### config.mk
export PLATFORM = sky130hd
export DESIGN_NAME = simmem_top
export DESIGN_NICKNAME = d
export VERILOG_FILES = /design/src/verilog/simmem_axi_pkg.sv /design/src/verilog/simmem_bank_pkg.sv /design/src/verilog/simmem_rsv_if.sv /design/src/verilog/simmem_delay_calc.sv /design/src/verilog/simmem_rsp_bank.sv /design/src/verilog/simmem_top.sv
export VERILOG_INCLUDE_DIRS = /design/src /design/src/verilog
export SDC_FILE = /design/constraint.sdc
export NUM_CORES = 1
export LEC_CHECK = 0
export ABC_AREA = 0
export BUFFER_PORTS_ARGS = -buffer_cell sky130_fd_sc_hd__buf_2
export CORE_MARGIN = 2
export CORE_UTILIZATION = 44
export DETAILED_ROUTE_END_ITERATION = 16
export SYNTH_ARGS = -nofsm -noshare
export SYNTH_HDL_FRONTEND = slang
export SYNTH_HIERARCHICAL = 1
export SYNTH_SLANG_ARGS = --single-unit
### constraint.sdc
create_clock -name clk_i -period 3.9 [get_ports clk_i]
set_input_delay 0.39 -clock clk_i [delete_from_list [all_inputs] [get_ports clk_i]]
set_output_delay 0.39 -clock clk_i [all_outputs]
set_load 0.02 [all_outputs]
### src/verilog/simmem_macros.svh
// ~~~~~~~~~~~~~~~~~~~~~~~~~~~~~~~~~~~~~~~~~~~~~~~~~~~~~~~~~~~~~~~~~~~~~
// Simulated memory controller sizing and latency macros
// Shared by the packages and the write response path
// ~~~~~~~~~~~~~~~~~~~~~~~~~~~~~~~~~~~~~~~~~~~~~~~~~~~~~~~~~~~~~~~~~~~~~

`ifndef SIMMEM_MACROS_SVH
`define SIMMEM_MACROS_SVH

// Distinct AXI transaction IDs
`define SIMMEM_NUM_IDS 4

// Response slots in the bank
`define SIMMEM_BANK_CAPA 8

// Fixed part of the simulated latency, in cycles
`define SIMMEM_BASE_DELAY 6

// Added per burst beat
`define SIMMEM_BEAT_DELAY 2

// Width of each slot latency counter
`define SIMMEM_CNT_W 8

`endif

### src/verilog/simmem_axi_pkg.sv
// ~~~~~~~~~~~~~~~~~~~~~~~~~~~~~~~~~~~~~~~~~~~~~~~~~~~~~~~~~~~~~~~~~~~~~
// Bus-side channel types of the simulated memory write path
// ~~~~~~~~~~~~~~~~~~~~~~~~~~~~~~~~~~~~~~~~~~~~~~~~~~~~~~~~~~~~~~~~~~~~~

`include "simmem_macros.svh"

package simmem_axi_pkg;

  typedef logic [$clog2(`SIMMEM_NUM_IDS)-1:0] axi_id_t;

  // Burst length, encoded as beats minus one
  typedef logic [7:0] axi_len_t;

  // OKAY, EXOKAY, SLVERR, DECERR
  typedef logic [1:0] axi_resp_t;

  // 42-bit write address word
  typedef struct packed {
    axi_id_t     id;
    logic [31:0] addr;
    axi_len_t    burst_len;
  } waddr_t;

  // 4-bit write response word
  typedef struct packed {
    axi_id_t   id;
    axi_resp_t resp;
  } wrsp_t;

endpackage

### src/verilog/simmem_bank_pkg.sv
// ~~~~~~~~~~~~~~~~~~~~~~~~~~~~~~~~~~~~~~~~~~~~~~~~~~~~~~~~~~~~~~~~~~~~~
// Response bank types: slot index, slot masks and slot state
// ~~~~~~~~~~~~~~~~~~~~~~~~~~~~~~~~~~~~~~~~~~~~~~~~~~~~~~~~~~~~~~~~~~~~~

`include "simmem_macros.svh"

package simmem_bank_pkg;

  // Slot index, also wide enough for a slot age rank
  typedef logic [$clog2(`SIMMEM_BANK_CAPA)-1:0] iid_t;

  // One bit per slot
  typedef logic [`SIMMEM_BANK_CAPA-1:0] slot_mask_t;

  // DONE_WAIT means the response sits in the output register
  typedef enum logic [1:0] {
    FREE      = 2'd0,
    WAIT_RSP  = 2'd1,
    HELD      = 2'd2,
    DONE_WAIT = 2'd3
  } slot_state_e;

endpackage

### src/verilog/simmem_rsv_if.sv
// ~~~~~~~~~~~~~~~~~~~~~~~~~~~~~~~~~~~~~~~~~~~~~~~~~~~~~~~~~~~~~~~~~~~~~
// Slot reservation link from the delay calculator to the bank
// ~~~~~~~~~~~~~~~~~~~~~~~~~~~~~~~~~~~~~~~~~~~~~~~~~~~~~~~~~~~~~~~~~~~~~

`timescale 1ns/1ps

interface simmem_rsv_if
  import simmem_axi_pkg::*, simmem_bank_pkg::*;
();

  logic     valid;
  // High while a slot is free
  logic     ready;
  axi_id_t  id;
  // Lowest free slot
  iid_t     iid;
  axi_len_t burst_len;

  modport requester (
    output valid, id, burst_len,
    input  ready, iid
  );

  // Latency is not the bank's concern, so no burst length here
  modport bank (
    input  valid, id,
    output ready, iid
  );

endinterface

### src/verilog/simmem_delay_calc.sv
// ~~~~~~~~~~~~~~~~~~~~~~~~~~~~~~~~~~~~~~~~~~~~~~~~~~~~~~~~~~~~~~~~~~~~~
// Write response delay calculator
// Reserves a bank slot per address and counts out its latency,
// then grants release of that slot to the response bank
// ~~~~~~~~~~~~~~~~~~~~~~~~~~~~~~~~~~~~~~~~~~~~~~~~~~~~~~~~~~~~~~~~~~~~~

`timescale 1ns/1ps

`include "simmem_macros.svh"

module simmem_delay_calc
  import simmem_axi_pkg::*, simmem_bank_pkg::*;
(
  input  logic       clk_i,
  input  logic       rst_i,

  input  waddr_t     waddr_i,
  input  logic       waddr_valid_i,
  output logic       waddr_ready_o,

  output slot_mask_t release_en_o,
  input  slot_mask_t released_i,

  simmem_rsv_if.requester rsv
);

  localparam int unsigned FullW = `SIMMEM_CNT_W + $bits(axi_len_t);

  logic [`SIMMEM_CNT_W-1:0] cnt_q [`SIMMEM_BANK_CAPA];
  slot_mask_t               active_q;

  logic                     rsv_fire;
  logic [FullW-1:0]         delay_full;
  logic [`SIMMEM_CNT_W-1:0] delay_ld;

  // Address requests go straight into the reservation link
  assign rsv.valid     = waddr_valid_i;
  assign rsv.id        = waddr_i.id;
  assign rsv.burst_len = waddr_i.burst_len;
  assign waddr_ready_o = rsv.ready;

  assign rsv_fire = rsv.valid & rsv.ready;

  // Base plus one beat delay per beat
  always_comb begin
    delay_full = FullW'(`SIMMEM_BASE_DELAY)
               + FullW'(`SIMMEM_BEAT_DELAY) * (FullW'(rsv.burst_len) + FullW'(1));
    // Saturate long bursts to the counter range
    if (delay_full > FullW'({`SIMMEM_CNT_W{1'b1}})) begin
      delay_ld = '1;
    end else begin
      delay_ld = delay_full[`SIMMEM_CNT_W-1:0];
    end
  end

  always_ff @(posedge clk_i) begin
    if (rst_i) begin
      active_q <= '0;
    end else begin
      for (int i = 0; i < `SIMMEM_BANK_CAPA; i++) begin
        if (rsv_fire && rsv.iid == iid_t'(i)) begin
          active_q[i] <= 1'b1;
        end else if (released_i[i]) begin
          active_q[i] <= 1'b0;
        end
      end
    end
  end

  // Latency countdown per slot
  always_ff @(posedge clk_i) begin
    for (int i = 0; i < `SIMMEM_BANK_CAPA; i++) begin
      if (rsv_fire && rsv.iid == iid_t'(i)) begin
        cnt_q[i] <= delay_ld;
      end else if (active_q[i] && cnt_q[i] != '0) begin
        cnt_q[i] <= cnt_q[i] - 1'b1;
      end
    end
  end

  // Expired and not yet taken by the bank
  always_comb begin
    for (int i = 0; i < `SIMMEM_BANK_CAPA; i++) begin
      release_en_o[i] = active_q[i] && (cnt_q[i] == '0);
    end
  end

  // The bank must only offer slots whose counter was handed back
  a_no_reload: assert property (@(posedge clk_i) disable iff (rst_i)
    rsv_fire |-> !active_q[rsv.iid]);

endmodule

### src/verilog/simmem_rsp_bank.sv
// ~~~~~~~~~~~~~~~~~~~~~~~~~~~~~~~~~~~~~~~~~~~~~~~~~~~~~~~~~~~~~~~~~~~~~
// Write response bank
// Holds memory responses per slot and releases them in per-ID order
// through a registered requester-side response port
// ~~~~~~~~~~~~~~~~~~~~~~~~~~~~~~~~~~~~~~~~~~~~~~~~~~~~~~~~~~~~~~~~~~~~~

`timescale 1ns/1ps

`include "simmem_macros.svh"

module simmem_rsp_bank
  import simmem_axi_pkg::*, simmem_bank_pkg::*;
(
  input  logic       clk_i,
  input  logic       rst_i,

  input  slot_mask_t release_en_i,
  output slot_mask_t released_o,

  input  wrsp_t      wrsp_i,
  input  logic       wrsp_in_valid_i,
  output logic       wrsp_in_ready_o,

  output wrsp_t      wrsp_o,
  output logic       wrsp_out_valid_o,
  input  logic       wrsp_out_ready_i,

  simmem_rsv_if.bank rsv
);

  slot_state_e state_q [`SIMMEM_BANK_CAPA];
  axi_id_t     id_q    [`SIMMEM_BANK_CAPA];
  axi_resp_t   resp_q  [`SIMMEM_BANK_CAPA];
  // Count of younger occupied slots, so larger means older
  iid_t        age_q   [`SIMMEM_BANK_CAPA];

  slot_mask_t free_mask, in_match, in_sel, eligible, rel_sel, older_than_out, done_mask;
  iid_t       rsv_iid, rel_iid;
  logic       rsv_fire, in_fire, out_fire, out_free;

  logic       out_valid_q;
  wrsp_t      out_rsp_q;
  iid_t       out_iid_q;

  assign rsv_fire = rsv.valid & rsv.ready;
  assign in_fire  = wrsp_in_valid_i & wrsp_in_ready_o;
  assign out_fire = out_valid_q & wrsp_out_ready_i;
  assign out_free = ~out_valid_q | wrsp_out_ready_i;

  always_comb begin
    rsv_iid = '0;
    rel_iid = '0;
    for (int i = 0; i < `SIMMEM_BANK_CAPA; i++) begin
      free_mask[i] = (state_q[i] == FREE);
      done_mask[i] = (state_q[i] == DONE_WAIT);
      in_match[i]  = (state_q[i] == WAIT_RSP) && (id_q[i] == wrsp_i.id);
      eligible[i]  = (state_q[i] == HELD) && release_en_i[i];
      older_than_out[i] = out_fire && (state_q[i] != FREE) && (age_q[i] > age_q[out_iid_q]);
    end
    for (int i = 0; i < `SIMMEM_BANK_CAPA; i++) begin
      in_sel[i] = in_match[i];
      for (int j = 0; j < `SIMMEM_BANK_CAPA; j++) begin
        // Memory answers oldest first within an ID
        if (in_match[j] && age_q[j] > age_q[i]) begin
          in_sel[i] = 1'b0;
        end
        // Older same-ID slot still pending blocks this one
        if ((state_q[j] == WAIT_RSP || state_q[j] == HELD) &&
            id_q[j] == id_q[i] && age_q[j] > age_q[i]) begin
          eligible[i] = 1'b0;
        end
      end
    end
    // Lowest index wins in both encoders
    for (int i = `SIMMEM_BANK_CAPA - 1; i >= 0; i--) begin
      if (free_mask[i]) rsv_iid = iid_t'(i);
      if (eligible[i]) rel_iid = iid_t'(i);
    end
    rel_sel = '0;
    if (out_free && |eligible) rel_sel[rel_iid] = 1'b1;
  end

  assign rsv.ready        = |free_mask;
  assign rsv.iid          = rsv_iid;
  assign wrsp_in_ready_o  = |in_match;
  assign released_o       = rel_sel;
  assign wrsp_o           = out_rsp_q;
  assign wrsp_out_valid_o = out_valid_q;

  always_ff @(posedge clk_i) begin
    if (rst_i) begin
      for (int i = 0; i < `SIMMEM_BANK_CAPA; i++) begin
        state_q[i] <= FREE;
        age_q[i]   <= '0;
      end
      out_valid_q <= 1'b0;
    end else begin
      for (int i = 0; i < `SIMMEM_BANK_CAPA; i++) begin
        if (state_q[i] != FREE) begin
          if (rsv_fire && !older_than_out[i]) age_q[i] <= age_q[i] + 1'b1;
          else if (!rsv_fire && older_than_out[i]) age_q[i] <= age_q[i] - 1'b1;
        end
        unique case (state_q[i])
          FREE: if (rsv_fire && rsv_iid == iid_t'(i)) begin
            state_q[i] <= WAIT_RSP;
            age_q[i]   <= '0;
          end
          WAIT_RSP:  if (in_fire && in_sel[i]) state_q[i] <= HELD;
          HELD:      if (rel_sel[i]) state_q[i] <= DONE_WAIT;
          // Only the slot in the output register is here
          DONE_WAIT: if (out_fire) state_q[i] <= FREE;
        endcase
      end
      if (|rel_sel) out_valid_q <= 1'b1;
      else if (out_fire) out_valid_q <= 1'b0;
    end
  end

  always_ff @(posedge clk_i) begin
    if (rsv_fire) id_q[rsv_iid] <= rsv.id;
    for (int i = 0; i < `SIMMEM_BANK_CAPA; i++) begin
      if (in_fire && in_sel[i]) resp_q[i] <= wrsp_i.resp;
    end
    if (|rel_sel) begin
      out_rsp_q <= '{id: id_q[rel_iid], resp: resp_q[rel_iid]};
      out_iid_q <= rel_iid;
    end
  end

  // Output register valid exactly while one released slot waits in it
  a_done_onehot0: assert property (@(posedge clk_i) disable iff (rst_i)
    $onehot0(done_mask) && (out_valid_q == |done_mask));

  // Exactly one waiting slot takes each accepted response
  a_rsp_has_slot: assert property (@(posedge clk_i) disable iff (rst_i)
    in_fire |-> $onehot(in_sel));

  a_out_stable: assert property (@(posedge clk_i) disable iff (rst_i)
    out_valid_q && !wrsp_out_ready_i |=> out_valid_q && $stable(out_rsp_q));

endmodule

### src/verilog/simmem_top.sv
// ~~~~~~~~~~~~~~~~~~~~~~~~~~~~~~~~~~~~~~~~~~~~~~~~~~~~~~~~~~~~~~~~~~~~~
// Simulated memory controller, write path
// Passes write addresses through and delays write responses
// ~~~~~~~~~~~~~~~~~~~~~~~~~~~~~~~~~~~~~~~~~~~~~~~~~~~~~~~~~~~~~~~~~~~~~

`timescale 1ns/1ps

`include "simmem_macros.svh"

module simmem_top
  import simmem_axi_pkg::*;
(
  input  logic   clk_i,
  input  logic   rst_i,

  input  logic   waddr_in_valid_i,
  input  logic   waddr_out_ready_i,
  output logic   waddr_in_ready_o,
  output logic   waddr_out_valid_o,

  input  logic   wrsp_in_valid_i,
  input  logic   wrsp_out_ready_i,
  output logic   wrsp_in_ready_o,
  output logic   wrsp_out_valid_o,

  input  waddr_t waddr_i,
  input  wrsp_t  wrsp_i,

  output waddr_t waddr_o,
  output wrsp_t  wrsp_o
);

  simmem_rsv_if rsv ();

  logic                        waddr_valid_dc;
  logic                        waddr_ready_dc;
  logic [`SIMMEM_BANK_CAPA-1:0] release_en;
  logic [`SIMMEM_BANK_CAPA-1:0] released;

  // A reservation needs both a free slot and a ready downstream
  assign waddr_valid_dc    = waddr_in_valid_i & waddr_out_ready_i;
  assign waddr_in_ready_o  = waddr_out_ready_i & waddr_ready_dc;
  assign waddr_out_valid_o = waddr_in_valid_i & waddr_ready_dc;

  // Addresses are not modified
  assign waddr_o = waddr_i;

  simmem_delay_calc i_delay_calc (
    .clk_i        (clk_i),
    .rst_i        (rst_i),
    .waddr_i      (waddr_i),
    .waddr_valid_i(waddr_valid_dc),
    .waddr_ready_o(waddr_ready_dc),
    .release_en_o (release_en),
    .released_i   (released),
    .rsv          (rsv.requester)
  );

  simmem_rsp_bank i_rsp_bank (
    .clk_i           (clk_i),
    .rst_i           (rst_i),
    .release_en_i    (release_en),
    .released_o      (released),
    .wrsp_i          (wrsp_i),
    .wrsp_in_valid_i (wrsp_in_valid_i),
    .wrsp_in_ready_o (wrsp_in_ready_o),
    .wrsp_o          (wrsp_o),
    .wrsp_out_valid_o(wrsp_out_valid_o),
    .wrsp_out_ready_i(wrsp_out_ready_i),
    .rsv             (rsv.bank)
  );

endmodule
Word level (Yosys, flattened, before mapping)
Memory sizes are Yosys's and may differ from the RTL's. A register that Yosys moved wholly into a read port is not among the register bits.
Index checks and enable logic that the tools add are counted.
{"block": "totals", "inputBits": 52, "reg_bits": 12, "elab_cells": 1080, "mem_count": 5, "out_inout_bits": 50, "ramBits": 136}
{"block": "classes", "n_addsub": 26, "n_bitwise": 72, "n_reduce_logical": 329, "eq_ne": 95, "order_cmp": 75, "n_mux": 468}
{"memory": "i_delay_calc.cnt_q", "depth": 8, "word_bits": 8, "read_ports": 8, "rd_clocked_by_memory_dff": 0, "write_ports": 8, "line": "simmem_delay_calc.sv:29", "text": "logic [`SIMMEM_CNT_W-1:0] cnt_q [`SIMMEM_BANK_CAPA];"}
{"memory": "i_rsp_bank.age_q", "depth": 8, "word_bits": 3, "read_ports": 9, "rd_clocked_by_memory_dff": 1, "write_ports": 8, "line": "simmem_rsp_bank.sv:35", "text": "iid_t age_q [`SIMMEM_BANK_CAPA];"}
{"memory": "i_rsp_bank.id_q", "depth": 8, "word_bits": 2, "read_ports": 9, "rd_clocked_by_memory_dff": 1, "write_ports": 1, "line": "simmem_rsp_bank.sv:32", "text": "axi_id_t id_q [`SIMMEM_BANK_CAPA];"}
{"memory": "i_rsp_bank.resp_q", "depth": 8, "word_bits": 2, "read_ports": 1, "rd_clocked_by_memory_dff": 1, "write_ports": 8, "line": "simmem_rsp_bank.sv:33", "text": "axi_resp_t resp_q [`SIMMEM_BANK_CAPA];"}
{"memory": "i_rsp_bank.state_q", "depth": 8, "word_bits": 2, "read_ports": 8, "rd_clocked_by_memory_dff": 0, "write_ports": 8, "line": "simmem_rsp_bank.sv:31", "text": "slot_state_e state_q [`SIMMEM_BANK_CAPA];"}
{"operator": "1-bit two-way mux", "n": 384}
{"operator": "1-bit logical AND", "n": 266}
{"operator": "3-bit greater-than comparator", "n": 72}
{"operator": "2-bit equality test", "n": 64}
{"operator": "3-bit two-way mux", "n": 41}
{"operator": "8-bit two-way mux", "n": 10}
{"operator": "1-bit bitwise OR", "n": 65}
{"operator": "8-bit logical NOT", "n": 8}
{"operator": "2-bit two-way mux", "n": 32}
{"operator": "8-bit nonzero test", "n": 8}
{"operator": "8-bit by 1-bit subtractor with 8-bit output, second input constant", "n": 8}
{"operator": "2-bit nonzero test", "n": 17}
{"operator": "2-bit equality test, second input constant", "n": 16}
{"operator": "8-bit OR reduction", "n": 4}
{"operator": "3-bit by 1-bit adder with 3-bit output, second input constant", "n": 8}
{"operator": "3-bit by 1-bit subtractor with 3-bit output, second input constant", "n": 8}
{"operator": "3-bit by 16-bit adder with 16-bit output, first input constant", "n": 1}
{"operator": "2-bit by 1-bit equality test with 1-bit output, second input constant", "n": 8}
{"operator": "16-bit by 8-bit greater-than comparator with 1-bit output, second input constant", "n": 1}
{"operator": "2-bit logical NOT", "n": 8}
{"operator": "3-bit equality test, second input constant", "n": 4}
{"operator": "8-bit by 1-bit adder with 9-bit output, second input constant", "n": 1}
{"operator": "1-bit logical NOT", "n": 9}
{"operator": "1-bit logical OR", "n": 8}
{"operator": "8 further kinds", "n": 14}

Depth between registers and ports, before layout
Gate-level depths: netlist of run 1.
An unclocked memory read counts as a cell.
{"block": "depth", "word_depth": 32, "mapped_depth": 15, "mapped_depth_nobuf": 15}

Hierarchy
Netlist of run 1, hierarchy kept.
{"module": "simmem_rsp_bank", "cells_per_inst": 981, "n_inst": 1, "area_each_um2": 9077.5, "seq_area_each_um2": 2452.4}
{"module": "simmem_delay_calc", "cells_per_inst": 490, "n_inst": 1, "area_each_um2": 4788.3, "seq_area_each_um2": 2082.0}
{"module": "simmem_top", "cells_per_inst": 45, "n_inst": 1, "area_each_um2": 334.1, "seq_area_each_um2": 0.0}

Worst setup path after synthesis of run 1
OpenSTA, ideal clock, no wires.
{"block": "synth_path", "path_kind": "reg2reg", "startpoint": "register (tool-made name)", "endpoint": "memory i_rsp_bank/age_q[7][2] in the netlist's numbering (data pin)", "setup_slack_ps": 381, "path_buffers": 1, "synth_period_minus_slack_ps": 3519, "t_arrival_ps": 3265, "setup_time_ps": 254, "required_ps": 3646, "stages_incl_launch_ff": 12, "path_cell_list": "dfxtp_1 > clkbuf_1 > mux4_2 > mux2i_1 > ha_1 > and3_1 > nor4_1 > nand2_1 > fa_1 > xor2_1 > xnor2_1 > nor2_1"}
{"element": "to (decl)", "line": "simmem_rsp_bank.sv:35"}

==> flow_metrics.tcl, run 1 <==
set metrics [dict create \
    syn_inst 1508 \
    grt_overflow_total 0 \
    worstSetupEndpointType "register" \
    wl_met2_mm 19.89 \
    clock-sinks 155 \
    number_of_buffers_inserted_during_clock_tree_synthesis 17 \
    wl_met1_mm 17.83 \
    cts.clk_slew.worst_paths_ns 0.07 \
    power_leakage_nw 6.157 \
    max_slew.worst_pin.slew_ns 0.9135 \
    dp.final_hpwl_mm 33.21 \
    power.density_mw_per_mm2 314.7 \
    num_rows 65 \
    worstSetupStartpointType "register" \
    synth-warning-count 6 \
    global_route_wire_length_before_repair_mm 64.80 \
    final_nets 1762 \
    remaining_design_rule_violation_count 0 \
    postCtsResizedCells 0 \
    fp.coreArea_mm2 0.03164 \
    nFillCells 2989 \
    placed_area_mm2 0.01475 \
    via_per_inst 6.017 \
    boundaryPins 102 \
    min-delay-path-class "in2reg" \
    synthesis.nets 1726 \
    port_buffers 37 \
    flow.area_growth_from_synthesis_pct 8.592 \
    status "finished, final reports clean" \
    chipWidth_um 183.3 \
    htree_levels 4 \
    cp_max_fanout 6 \
    grt.total_usage_pct 25.69 \
    post-cts-setup-buffers 0 \
    mean_instance_size_in_the_synthesized_netlist_um2 9.377 \
    stdcell_area_mm2 0.01535 \
    cp.required_ns 4.06 \
    finalSetupTns_ns 0 \
    die-area_mm2 0.03359 \
    insertion_delay_ns 0.45 \
    total_length_of_routed_wires_mm 42.90 \
    drtAntennaViolNets 0 \
    maxClockFrequency_mhz 266.5 \
    rsz0062_at_grt "false" \
    grt_max_degree 36 \
    antenna_found_initial 1 \
    grt_pass1_vias 11136 \
    finalHoldViolations 0 \
    holdBufCountCts 0 \
    drt_pass1_iterations 5 \
    slew_headroom_pct 39.10 \
    tritoncts "done" \
    finalMaxSlewViolations 0 \
    max_cap_viols 0 \
    timing.clock.skew_ns 0.01612 \
    critPathKind "reg2reg" \
    cts.root.buffer_cell "sky130_fd_sc_hd__clkbuf_16" \
    die_height_um 183.3 \
    data_arrival_at_the_endpoint_of_the_critical_path_ns 3.91 \
    top_layer_used "met4" \
    clock_tree.buffer_depth 2 \
    avgRoutedWirePerCell_um 21.89 \
    synthesis.area_mm2 0.01414 \
    finalWeightedCongestion 0.9432 \
    met3RoutedLength_mm 3.017 \
    initial_standard_cell_utilization_of_the_core_pct 44.69 \
    setup_viol 0 \
    share_of_post_route_cells_with_drive_strength_above_1_pct 11.56 \
    period_share_pct 96.21 \
    max-vdd-ir-drop_uv 332.1 \
    drtIter0Drc 1015 \
    finalWorstPathRequiredPeriod_ns 3.752 \
    routed-via-count 11794 \
]
-- placed cells by master (no fill, tap or decap), types with 11 or more instances in the layout --
cell / count
sky130_fd_sc_hd__a21o_1: 30
sky130_fd_sc_hd__a21oi_1: 70
sky130_fd_sc_hd__a22oi_1: 16
sky130_fd_sc_hd__a31oi_1: 19
sky130_fd_sc_hd__a32oi_1: 21
sky130_fd_sc_hd__and2_1: 13
sky130_fd_sc_hd__and3_1: 35
sky130_fd_sc_hd__buf_2: 37
sky130_fd_sc_hd__buf_4: 68
sky130_fd_sc_hd__clkbuf_16: 17
sky130_fd_sc_hd__dfxtp_1: 12
sky130_fd_sc_hd__edfxtp_1: 143
sky130_fd_sc_hd__ha_1: 159
sky130_fd_sc_hd__inv_1: 100
sky130_fd_sc_hd__mux2i_1: 14
sky130_fd_sc_hd__nand2_1: 120
sky130_fd_sc_hd__nand2b_1: 11
sky130_fd_sc_hd__nand3_1: 86
sky130_fd_sc_hd__nand3b_1: 31
sky130_fd_sc_hd__nor2_1: 140
sky130_fd_sc_hd__nor3_1: 20
sky130_fd_sc_hd__nor4_1: 16
sky130_fd_sc_hd__o211ai_1: 11
sky130_fd_sc_hd__o21ai_0: 24
sky130_fd_sc_hd__o22ai_1: 18
sky130_fd_sc_hd__xnor2_1: 85
sky130_fd_sc_hd__xor2_1: 55
-- cell type report --
cell class	count	area, µm²	share of cell area, %
inverters	102	382.9	2.493
multi-input cells	1162	8610	56.07
flip-flops and latches	155	4534	29.53
clock inverters	11	156.4	1.019
diodes	1	2.502	0.01630
well taps	402	503.0	3.276
clock buffers	21	450.4	2.934
repair buffers	106	715.7	4.661
-- final timing paths --
path,from,end,slack [ns],cells after the start
max,i_delay_calc/cnt_q[1][2],i_rsp_bank/state_q[0][4],0.15,13
min,wrsp_i[0],i_rsp_bank/resp_q[0][0],0.23,1
max reg2reg,i_delay_calc/cnt_q[1][2],i_rsp_bank/state_q[0][4],0.15,13
min reg2reg,i_delay_calc/active_q[0],i_delay_calc/active_q[0],0.51,2
-- registers in the layout (all words and copies together), names as in the netlist, named ones only --
signal                       cells
i_delay_calc/active_q            8
i_delay_calc/cnt_q              64
i_rsp_bank/age_q                24
i_rsp_bank/id_q                 16
i_rsp_bank/out_iid_q             3
i_rsp_bank/resp_q               16
i_rsp_bank/state_q              16
i_rsp_bank/wrsp_o                4
i_rsp_bank/wrsp_out_valid_o      1
-- worst max-delay path, cell delays in order (launching register included) --
cell,delay (ns)
sky130_fd_sc_hd__edfxtp_1,0.44
sky130_fd_sc_hd__or4_1,0.57
sky130_fd_sc_hd__nor2_1,0.15
sky130_fd_sc_hd__nand3b_1,0.15
sky130_fd_sc_hd__nor2_1,0.23
sky130_fd_sc_hd__o211ai_1,0.13
sky130_fd_sc_hd__nor4_1,0.42
sky130_fd_sc_hd__buf_4,0.20
sky130_fd_sc_hd__nor2b_1,0.26
sky130_fd_sc_hd__o31ai_4,0.10
sky130_fd_sc_hd__nand2_2,0.14
sky130_fd_sc_hd__inv_1,0.12
sky130_fd_sc_hd__or3_4,0.42
sky130_fd_sc_hd__nand4b_1,0.14
-- report_power, final --
group | internal [W] | leakage [nW] | switching [W] | total, W
sequential | 0.00188 | 1.43 | 0.0000645 | 0.00195
combinational | 0.000424 | 4.44 | 0.000698 | 0.00112
clock | 0.00103 | 0.285 | 0.000728 | 0.00176
total | 0.00334 | 6.16 | 0.00149 | 0.00483
-- metal layers --
layer	vias to the layer above	track usage, %
met5	-	0
met4	0	13.76
met1	5671	32.35
met2	466	42.06
li1	5551	-
met3	106	4.567
-- per-stage QoR --
stage	instances	total power, W	setup WS [ns]	hold WS [ns]	utilization, %
after global routing	1959	0.005044	0.01547	0.2319	48.53
after global placement	1927	0.003058	0.2352	0.4962	46.61
after detailed placement	1927	0.003085	0.2305	0.4986	46.61
after floorplan	1508	0.002744	0.3808	0.4494	-
after CTS	1959	0.004846	0.2001	0.2238	48.53
final	1960	0.004831	0.1480	0.2322	48.53
No activity file was read; power rests on OpenSTA's default activity.
==> run 2: changes to the inputs <==
--- a/config.mk
+++ b/config.mk
@@ -11,6 +11,7 @@
 export CORE_MARGIN = 2
 export CORE_UTILIZATION = 44
 export DETAILED_ROUTE_END_ITERATION = 16
+export RECOVER_POWER = 25
 export SYNTH_ARGS = -nofsm -noshare
 export SYNTH_HDL_FRONTEND = slang
 export SYNTH_HIERARCHICAL = 1
==> run 2 against run 1 <==
Effect of this change:
- the flow now finishes with violations (max-capacitance violations, max-slew violations)
- clock skew decreased by 0.0027 ns
- non-clock buffer count unchanged
- fmax decreased by 0.35%
- clock power about the same
- largest cell class unchanged
- largest power group unchanged
==> flow_metrics.tcl, run 2 (synthesized netlist as in run 1, its figures left out) <==
set metrics [dict create \
    finalWorstPathRequiredPeriod_ns 3.765 \
    power_leakage_nw 6.093 \
    finalHoldViolations 0 \
    power.combinational.fraction_pct 23.2 \
    avgRoutedWirePerCell_um 21.88 \
    max-vdd-ir-drop_uv 331.8 \
    finalMaxSlewViolations 6 \
    grt_pass1_vias 11136 \
    setup.reg_to_reg.worst_slack_ns 0.13 \
    htree_levels 4 \
    insertion_delay_ns 0.45 \
    slew_headroom_pct -8.320 \
    maxClockFrequency_mhz 265.6 \
    worstSetupStartpointType "register" \
    drt_pass1_iterations 5 \
    antenna_found_initial 1 \
    boundaryPins 102 \
    max_slew.worst_pin.slew_ns 1.621 \
    post-cts-setup-buffers 0 \
    reg_top3 "i_delay_calc/cnt_q x64, i_rsp_bank/age_q x24" \
    worst_r2r_startpoint "i_delay_calc/cnt_q[1][2]" \
    critPathKind "reg2reg" \
    design_power_total_w 0.004826 \
    power_frac_clock_pct 36.4 \
    port_buffers 37 \
    final_common_cell "sky130_fd_sc_hd__ha_1" \
    final_nets 1762 \
    dp.final_hpwl_mm 33.21 \
    data_arrival_at_the_endpoint_of_the_critical_path_ns 3.96 \
    routed-via-count 11826 \
    clock-sinks 155 \
    chipWidth_um 183.3 \
    rr_endpoint "i_rsp_bank/state_q[0][15]" \
    max_cap_viols 1 \
    die-area_mm2 0.03359 \
    cp.required_ns 4.09 \
    grt_overflow_total 0 \
    final_cell_mix "159 x sky130_fd_sc_hd__ha_1, 143 x sky130_fd_sc_hd__edfxtp_1, 140 x sky130_fd_sc_hd__nor2_1" \
    initial_standard_cell_utilization_of_the_core_pct 44.69 \
    rsz0062_at_grt "false" \
    share_of_post_route_cells_with_drive_strength_above_1_pct 10.15 \
    drtIter0Drc 993 \
    net-switching-power_w 0.001488 \
    number_of_buffers_inserted_during_clock_tree_synthesis 17 \
    setup_viol 0 \
    reg2regPathDepth 13 \
    clock_tree.buffer_depth 2 \
    cp_max_fanout 6 \
    hold_path_startpoint "wrsp_i[0]" \
    status "finished, violations left" \
    timing.hold.worst_endpoint "i_rsp_bank/resp_q[0][0]" \
    internal_power_w 0.003338 \
    global_route_wire_length_before_repair_mm 64.80 \
    cts.clk_slew.worst_paths_ns 0.06 \
    timing.hold.worst_path_depth 1 \
    via_per_inst 6.034 \
    tritoncts "done" \
    period_share_pct 96.55 \
    largest_register_ff_count 64 \
    power.density_mw_per_mm2 315.0 \
    num_rows 65 \
    grt_max_degree 36 \
    finalSetupTns_ns 0 \
    top_register "i_delay_calc/cnt_q" \
    die_height_um 183.3 \
    postCtsResizedCells 0 \
    timing.clock.skew_ns 0.01341 \
    remaining_design_rule_violation_count 0 \
    worstSetupEndpointType "register" \
    violations "max-capacitance violations, max-slew violations" \
    flow.area_growth_from_synthesis_pct 8.335 \
    grt.total_usage_pct 25.69 \
    cts.root.buffer_cell "sky130_fd_sc_hd__clkbuf_16" \
    total_length_of_routed_wires_mm 42.89 \
    seq_power_share_pct 40.4 \
    min-delay-path-class "in2reg" \
    finalWeightedCongestion 0.9432 \
    fp.coreArea_mm2 0.03164 \
    drtAntennaViolNets 0 \
    power_switching_share_pct 30.84 \
    holdBufCountCts 0 \
]
[run 2: worst max-delay path by stage]
stage / from / endpoint / slack [ns]
after CTS: i_delay_calc/cnt_q[1][2] / i_rsp_bank/state_q[0][4] / 0.20
after global placement: i_rsp_bank/age_q[0][1] / register / 0.24
after detailed placement: i_rsp_bank/age_q[6][2] / i_rsp_bank/state_q[0][4] / 0.23
after global routing: i_rsp_bank/age_q[6][2] / i_rsp_bank/state_q[0][4] / 0.02
final: i_delay_calc/cnt_q[1][2] / i_rsp_bank/state_q[0][15] / 0.13
after floorplan: register / i_rsp_bank/age_q[7][2] / 0.38
[run 2: final cells by class]
type / instances / area [µm²]
multi-input cells: 1162 / 8605
flip-flops and latches: 155 / 4534
fillers: 3000 / 16320
diodes: 1 / 2.502
well taps: 402 / 503.0
clock buffers: 21 / 450.4
clock inverters: 11 / 156.4
inverters: 102 / 382.9
repair buffers: 106 / 684.4
[run 2: stage by stage]
stage	instances	area, µm²	utilization, %	hold WS, ns	setup WS, ns
floorplan	1508	14140	-	0.4494	0.3808
global route	1959	15320	48.41	0.3288	0.01547
CTS	1959	15350	48.53	0.2238	0.2001
finish	1960	15320	48.42	0.3169	0.1346
detailed placement	1927	14750	46.61	0.4986	0.2305
global placement	1927	14750	46.61	0.4962	0.2352
[run 2: worst max-delay path, cell delays in order (launching register included)]
cell and delay [ns]:
sky130_fd_sc_hd__edfxtp_1 0.44, sky130_fd_sc_hd__or4_1 0.57, sky130_fd_sc_hd__nor2_1 0.15, sky130_fd_sc_hd__nand3b_1 0.16, sky130_fd_sc_hd__nor2_1 0.22, sky130_fd_sc_hd__o211ai_1 0.12, sky130_fd_sc_hd__nor4_1 0.43, sky130_fd_sc_hd__buf_4 0.20
sky130_fd_sc_hd__nor2b_1 0.26, sky130_fd_sc_hd__o31ai_4 0.10, sky130_fd_sc_hd__nand2_2 0.14, sky130_fd_sc_hd__inv_1 0.12, sky130_fd_sc_hd__and3_1 0.19, sky130_fd_sc_hd__a2111o_1 0.42
[run 2: power groups by stage]
stage                     registers [W]  clock network [W]  logic [W]
after floorplan                 0.00197                  0   0.000778
after global placement          0.00198                  0    0.00108
after detailed placement        0.00198                  0    0.00110
after CTS                       0.00195            0.00179    0.00111
after global routing            0.00196            0.00186    0.00122
final                           0.00195            0.00176    0.00112
[run 2: routing by layer]
metal  GRT usage, %  wire length (µm)  vias to the layer above
li1               -                 -                     5563
met4          13.76              2101                        0
met5              0                 0                        -
met3          4.567              2930                       96
met1          32.35             17880                     5719
met2          42.06             19970                      448
==> run 3: changes to the inputs <==
--- a/config.mk
+++ b/config.mk
@@ -16,3 +16,4 @@
 export SYNTH_HDL_FRONTEND = slang
 export SYNTH_HIERARCHICAL = 1
 export SYNTH_SLANG_ARGS = --single-unit
+export TNS_END_PERCENT = 10
==> constraint.sdc (replaced) <==
create_clock -name clk_i -period 3.9 [get_ports clk_i]
set_input_delay 0.195 -clock clk_i [delete_from_list [all_inputs] [get_ports clk_i]]
set_output_delay 0.195 -clock clk_i [all_outputs]
set_load 0.02 [all_outputs]
==> run 3 against run 2 <==
Effect of this change:
- the run still ends with max-capacitance violations, max-slew violations left
- fmax decreased by 1.3%
- clock-buffer cell count decreased by 3
- clock skew increased by 0.0070 ns
- largest power group unchanged
- clock power about the same
- flip-flop and latch count unchanged
- critical endpoint unchanged
- design area about the same
- via count decreased by 0.50%
- highest routed layer unchanged
==> flow_metrics.tcl, run 3 (synthesized netlist as in run 1, its figures left out) <==
set metrics [dict create \
    status "finished, violations left" \
    violations "max-capacitance violations, max-slew violations" \
    maxClockFrequency_mhz 262.1 \
    final_common_cell "sky130_fd_sc_hd__ha_1" \
    cts.root.buffer_cell "sky130_fd_sc_hd__clkbuf_16" \
    power.density_mw_per_mm2 314.8 \
    port_buffers 37 \
    timing.critical_path.cells "or4_1 -> nor2_1 -> nand3b_1 -> nor2_1 -> o211ai_1 -> nor4_1 -> buf_4 -> nor2b_1 -> o31ai_4 -> nand2_2 -> inv_1 -> and3_1 -> a2111o_1" \
    flow.area_growth_from_synthesis_pct 8.371 \
    period_share_pct 97.81 \
    grt.total_usage_pct 26.05 \
    power_leakage_nw 6.097 \
    reg2regPathDepth 13 \
    max_cap_viols 1 \
    finalMaxSlewViolations 6 \
    cp_max_fanout 6 \
    worstSetupEndpointType "register" \
    slew_headroom_pct -6.383 \
    min-delay-path-class "in2reg" \
    reg_top3 "i_delay_calc/cnt_q x64, i_rsp_bank/age_q x24" \
    clock-sinks 155 \
    final_nets 1762 \
    avgRoutedWirePerCell_um 21.86 \
    insertion_delay_ns 0.45 \
    placed_area_mm2 0.01472 \
    n_antenna_cell 0 \
    global_route_wire_length_before_repair_mm 66.15 \
    cp.required_ns 4.11 \
    grt_max_degree 36 \
    cts.clk_slew.worst_paths_ns 0.08 \
    max_slew.worst_pin.slew_ns 1.592 \
    drtIter0Drc 1061 \
    largest_register_ff_count 64 \
    grt_overflow_total 0 \
    cpPeakStageDelay_ns 0.55 \
    clock_tree.buffer_depth 2 \
    num_rows 65 \
    fp.coreArea_mm2 0.03164 \
    total_length_of_routed_wires_mm 42.83 \
    number_of_buffers_inserted_during_clock_tree_synthesis 17 \
    dp.final_hpwl_mm 33.20 \
    finalSetupTns_ns 0 \
    die-area_mm2 0.03359 \
    via_per_inst 6.007 \
    finalWorstPathRequiredPeriod_ns 3.815 \
    critical_path.most_common_cell "sky130_fd_sc_hd__nor2_1" \
    critPathKind "reg2reg" \
    die_height_um 183.3 \
    routed-via-count 11767 \
    rsz0062_at_grt "false" \
    final_cell_mix "159 x sky130_fd_sc_hd__ha_1, 143 x sky130_fd_sc_hd__edfxtp_1, 140 x sky130_fd_sc_hd__nor2_1" \
    cp_slowest_cell "sky130_fd_sc_hd__or4_1" \
    drtAntennaViolNets 0 \
    htree_levels 4 \
    boundaryPins 102 \
    timing.hold.worst_path_depth 1 \
    finalWeightedCongestion 0.9458 \
    setup.reg_to_reg.worst_slack_ns 0.09 \
    share_of_post_route_cells_with_drive_strength_above_1_pct 10.40 \
    data_arrival_at_the_endpoint_of_the_critical_path_ns 4.02 \
    max-vdd-ir-drop_uv 298.2 \
    remaining_design_rule_violation_count 0 \
    grt_pass1_vias 11537 \
    setup_viol 0 \
    worstSetupStartpointType "register" \
    antenna_found_initial 1 \
    timing.clock.skew_ns 0.02046 \
    chipWidth_um 183.3 \
    top_register "i_delay_calc/cnt_q" \
    stdcell_area_mm2 0.01532 \
    tritoncts "done" \
    initial_standard_cell_utilization_of_the_core_pct 44.69 \
    finalHoldViolations 0 \
    drt_pass1_iterations 5 \
]
[run 3: cell types whose count changed in the layout (fill, tap and decap cells not counted), moves of 2 or more]
cell | previous run | this run
sky130_fd_sc_hd__clkinvlp_4 | 3 | 1
sky130_fd_sc_hd__dfxtp_2 | 0 | 2
sky130_fd_sc_hd__inv_8 | 0 | 2
sky130_fd_sc_hd__o21ai_0 | 24 | 22
sky130_fd_sc_hd__dfxtp_1 | 12 | 10
sky130_fd_sc_hd__o21ai_1 | 1 | 3
sky130_fd_sc_hd__clkinv_8 | 0 | 2
[run 3: per-stage QoR]
step / utilization [%] / power, W / hold WS (ns) / worst slack, ns / instances
finish: 48.44 / 0.004823 / 0.1269 / 0.08538 / 1959
global route: 48.44 / 0.005049 / 0.1319 / 0.007613 / 1959
CTS: 48.46 / 0.004854 / 0.01954 / 0.1366 / 1956
detailed placement: 46.54 / 0.003082 / 0.3901 / 0.1454 / 1924
global placement: 46.54 / 0.003053 / 0.3901 / 0.2372 / 1924
floorplan: - / 0.002744 / 0.2939 / 0.3808 / 1508
[run 3: cell type report]
| type | count | area, µm² |
|---|---|---|
| fill | 2991 | 16310 |
| multi-input combinational | 1162 | 8611 |
| sequential | 155 | 4537 |
| timing repair buffer | 106 | 680.7 |
| tap | 402 | 503.0 |
| clock buffer | 18 | 429.2 |
| inverter | 102 | 382.9 |
| clock inverter | 14 | 180.2 |
[run 3: what timing repair did]
| action | 4_1_cts | 5_1_grt |
|---|---|---|
| endpoints found under the setup margin | 0 | 10 |
| hold buffers | 0 | 0 |
| resized for setup | 0 | 5 |
| endpoints found under the hold margin | 0 | 0 |
| setup buffers | 0 | 3 |
[run 3: where the power goes]
group	internal, W	switching [W]
clock	0.000972	0.000781
combinational	0.000426	0.000690
sequential	0.00188	0.0000707
total	0.00328	0.00154
[run 3: worst paths after layout]
kind                                  from                         to
hold / removal                   wrsp_i[0]    i_rsp_bank/resp_q[6][0]
setup / recovery  i_delay_calc/cnt_q[1][2]  i_rsp_bank/state_q[0][15]
setup reg to reg  i_delay_calc/cnt_q[1][2]  i_rsp_bank/state_q[0][15]
hold reg to reg    i_rsp_bank/out_iid_q[1]                   register
[run 3: critical path, delay by kind of cell (launching register included)]
family	cells	cell delay (ns)
flops	1	0.44
buf+inv	2	0.33
simple gates	8	2.18
compound gates	3	0.65
[run 3: routing by layer]
layer	GRT usage (%)	vias to the layer above	part of all wire, %	wire length (µm)
met5	0	-	0	0
met4	12.77	0	4.8	2074
met3	5.520	103	7.0	2980
met2	43.55	436	46	19910
met1	31.94	5665	42	17870
li1	-	5563	-	-
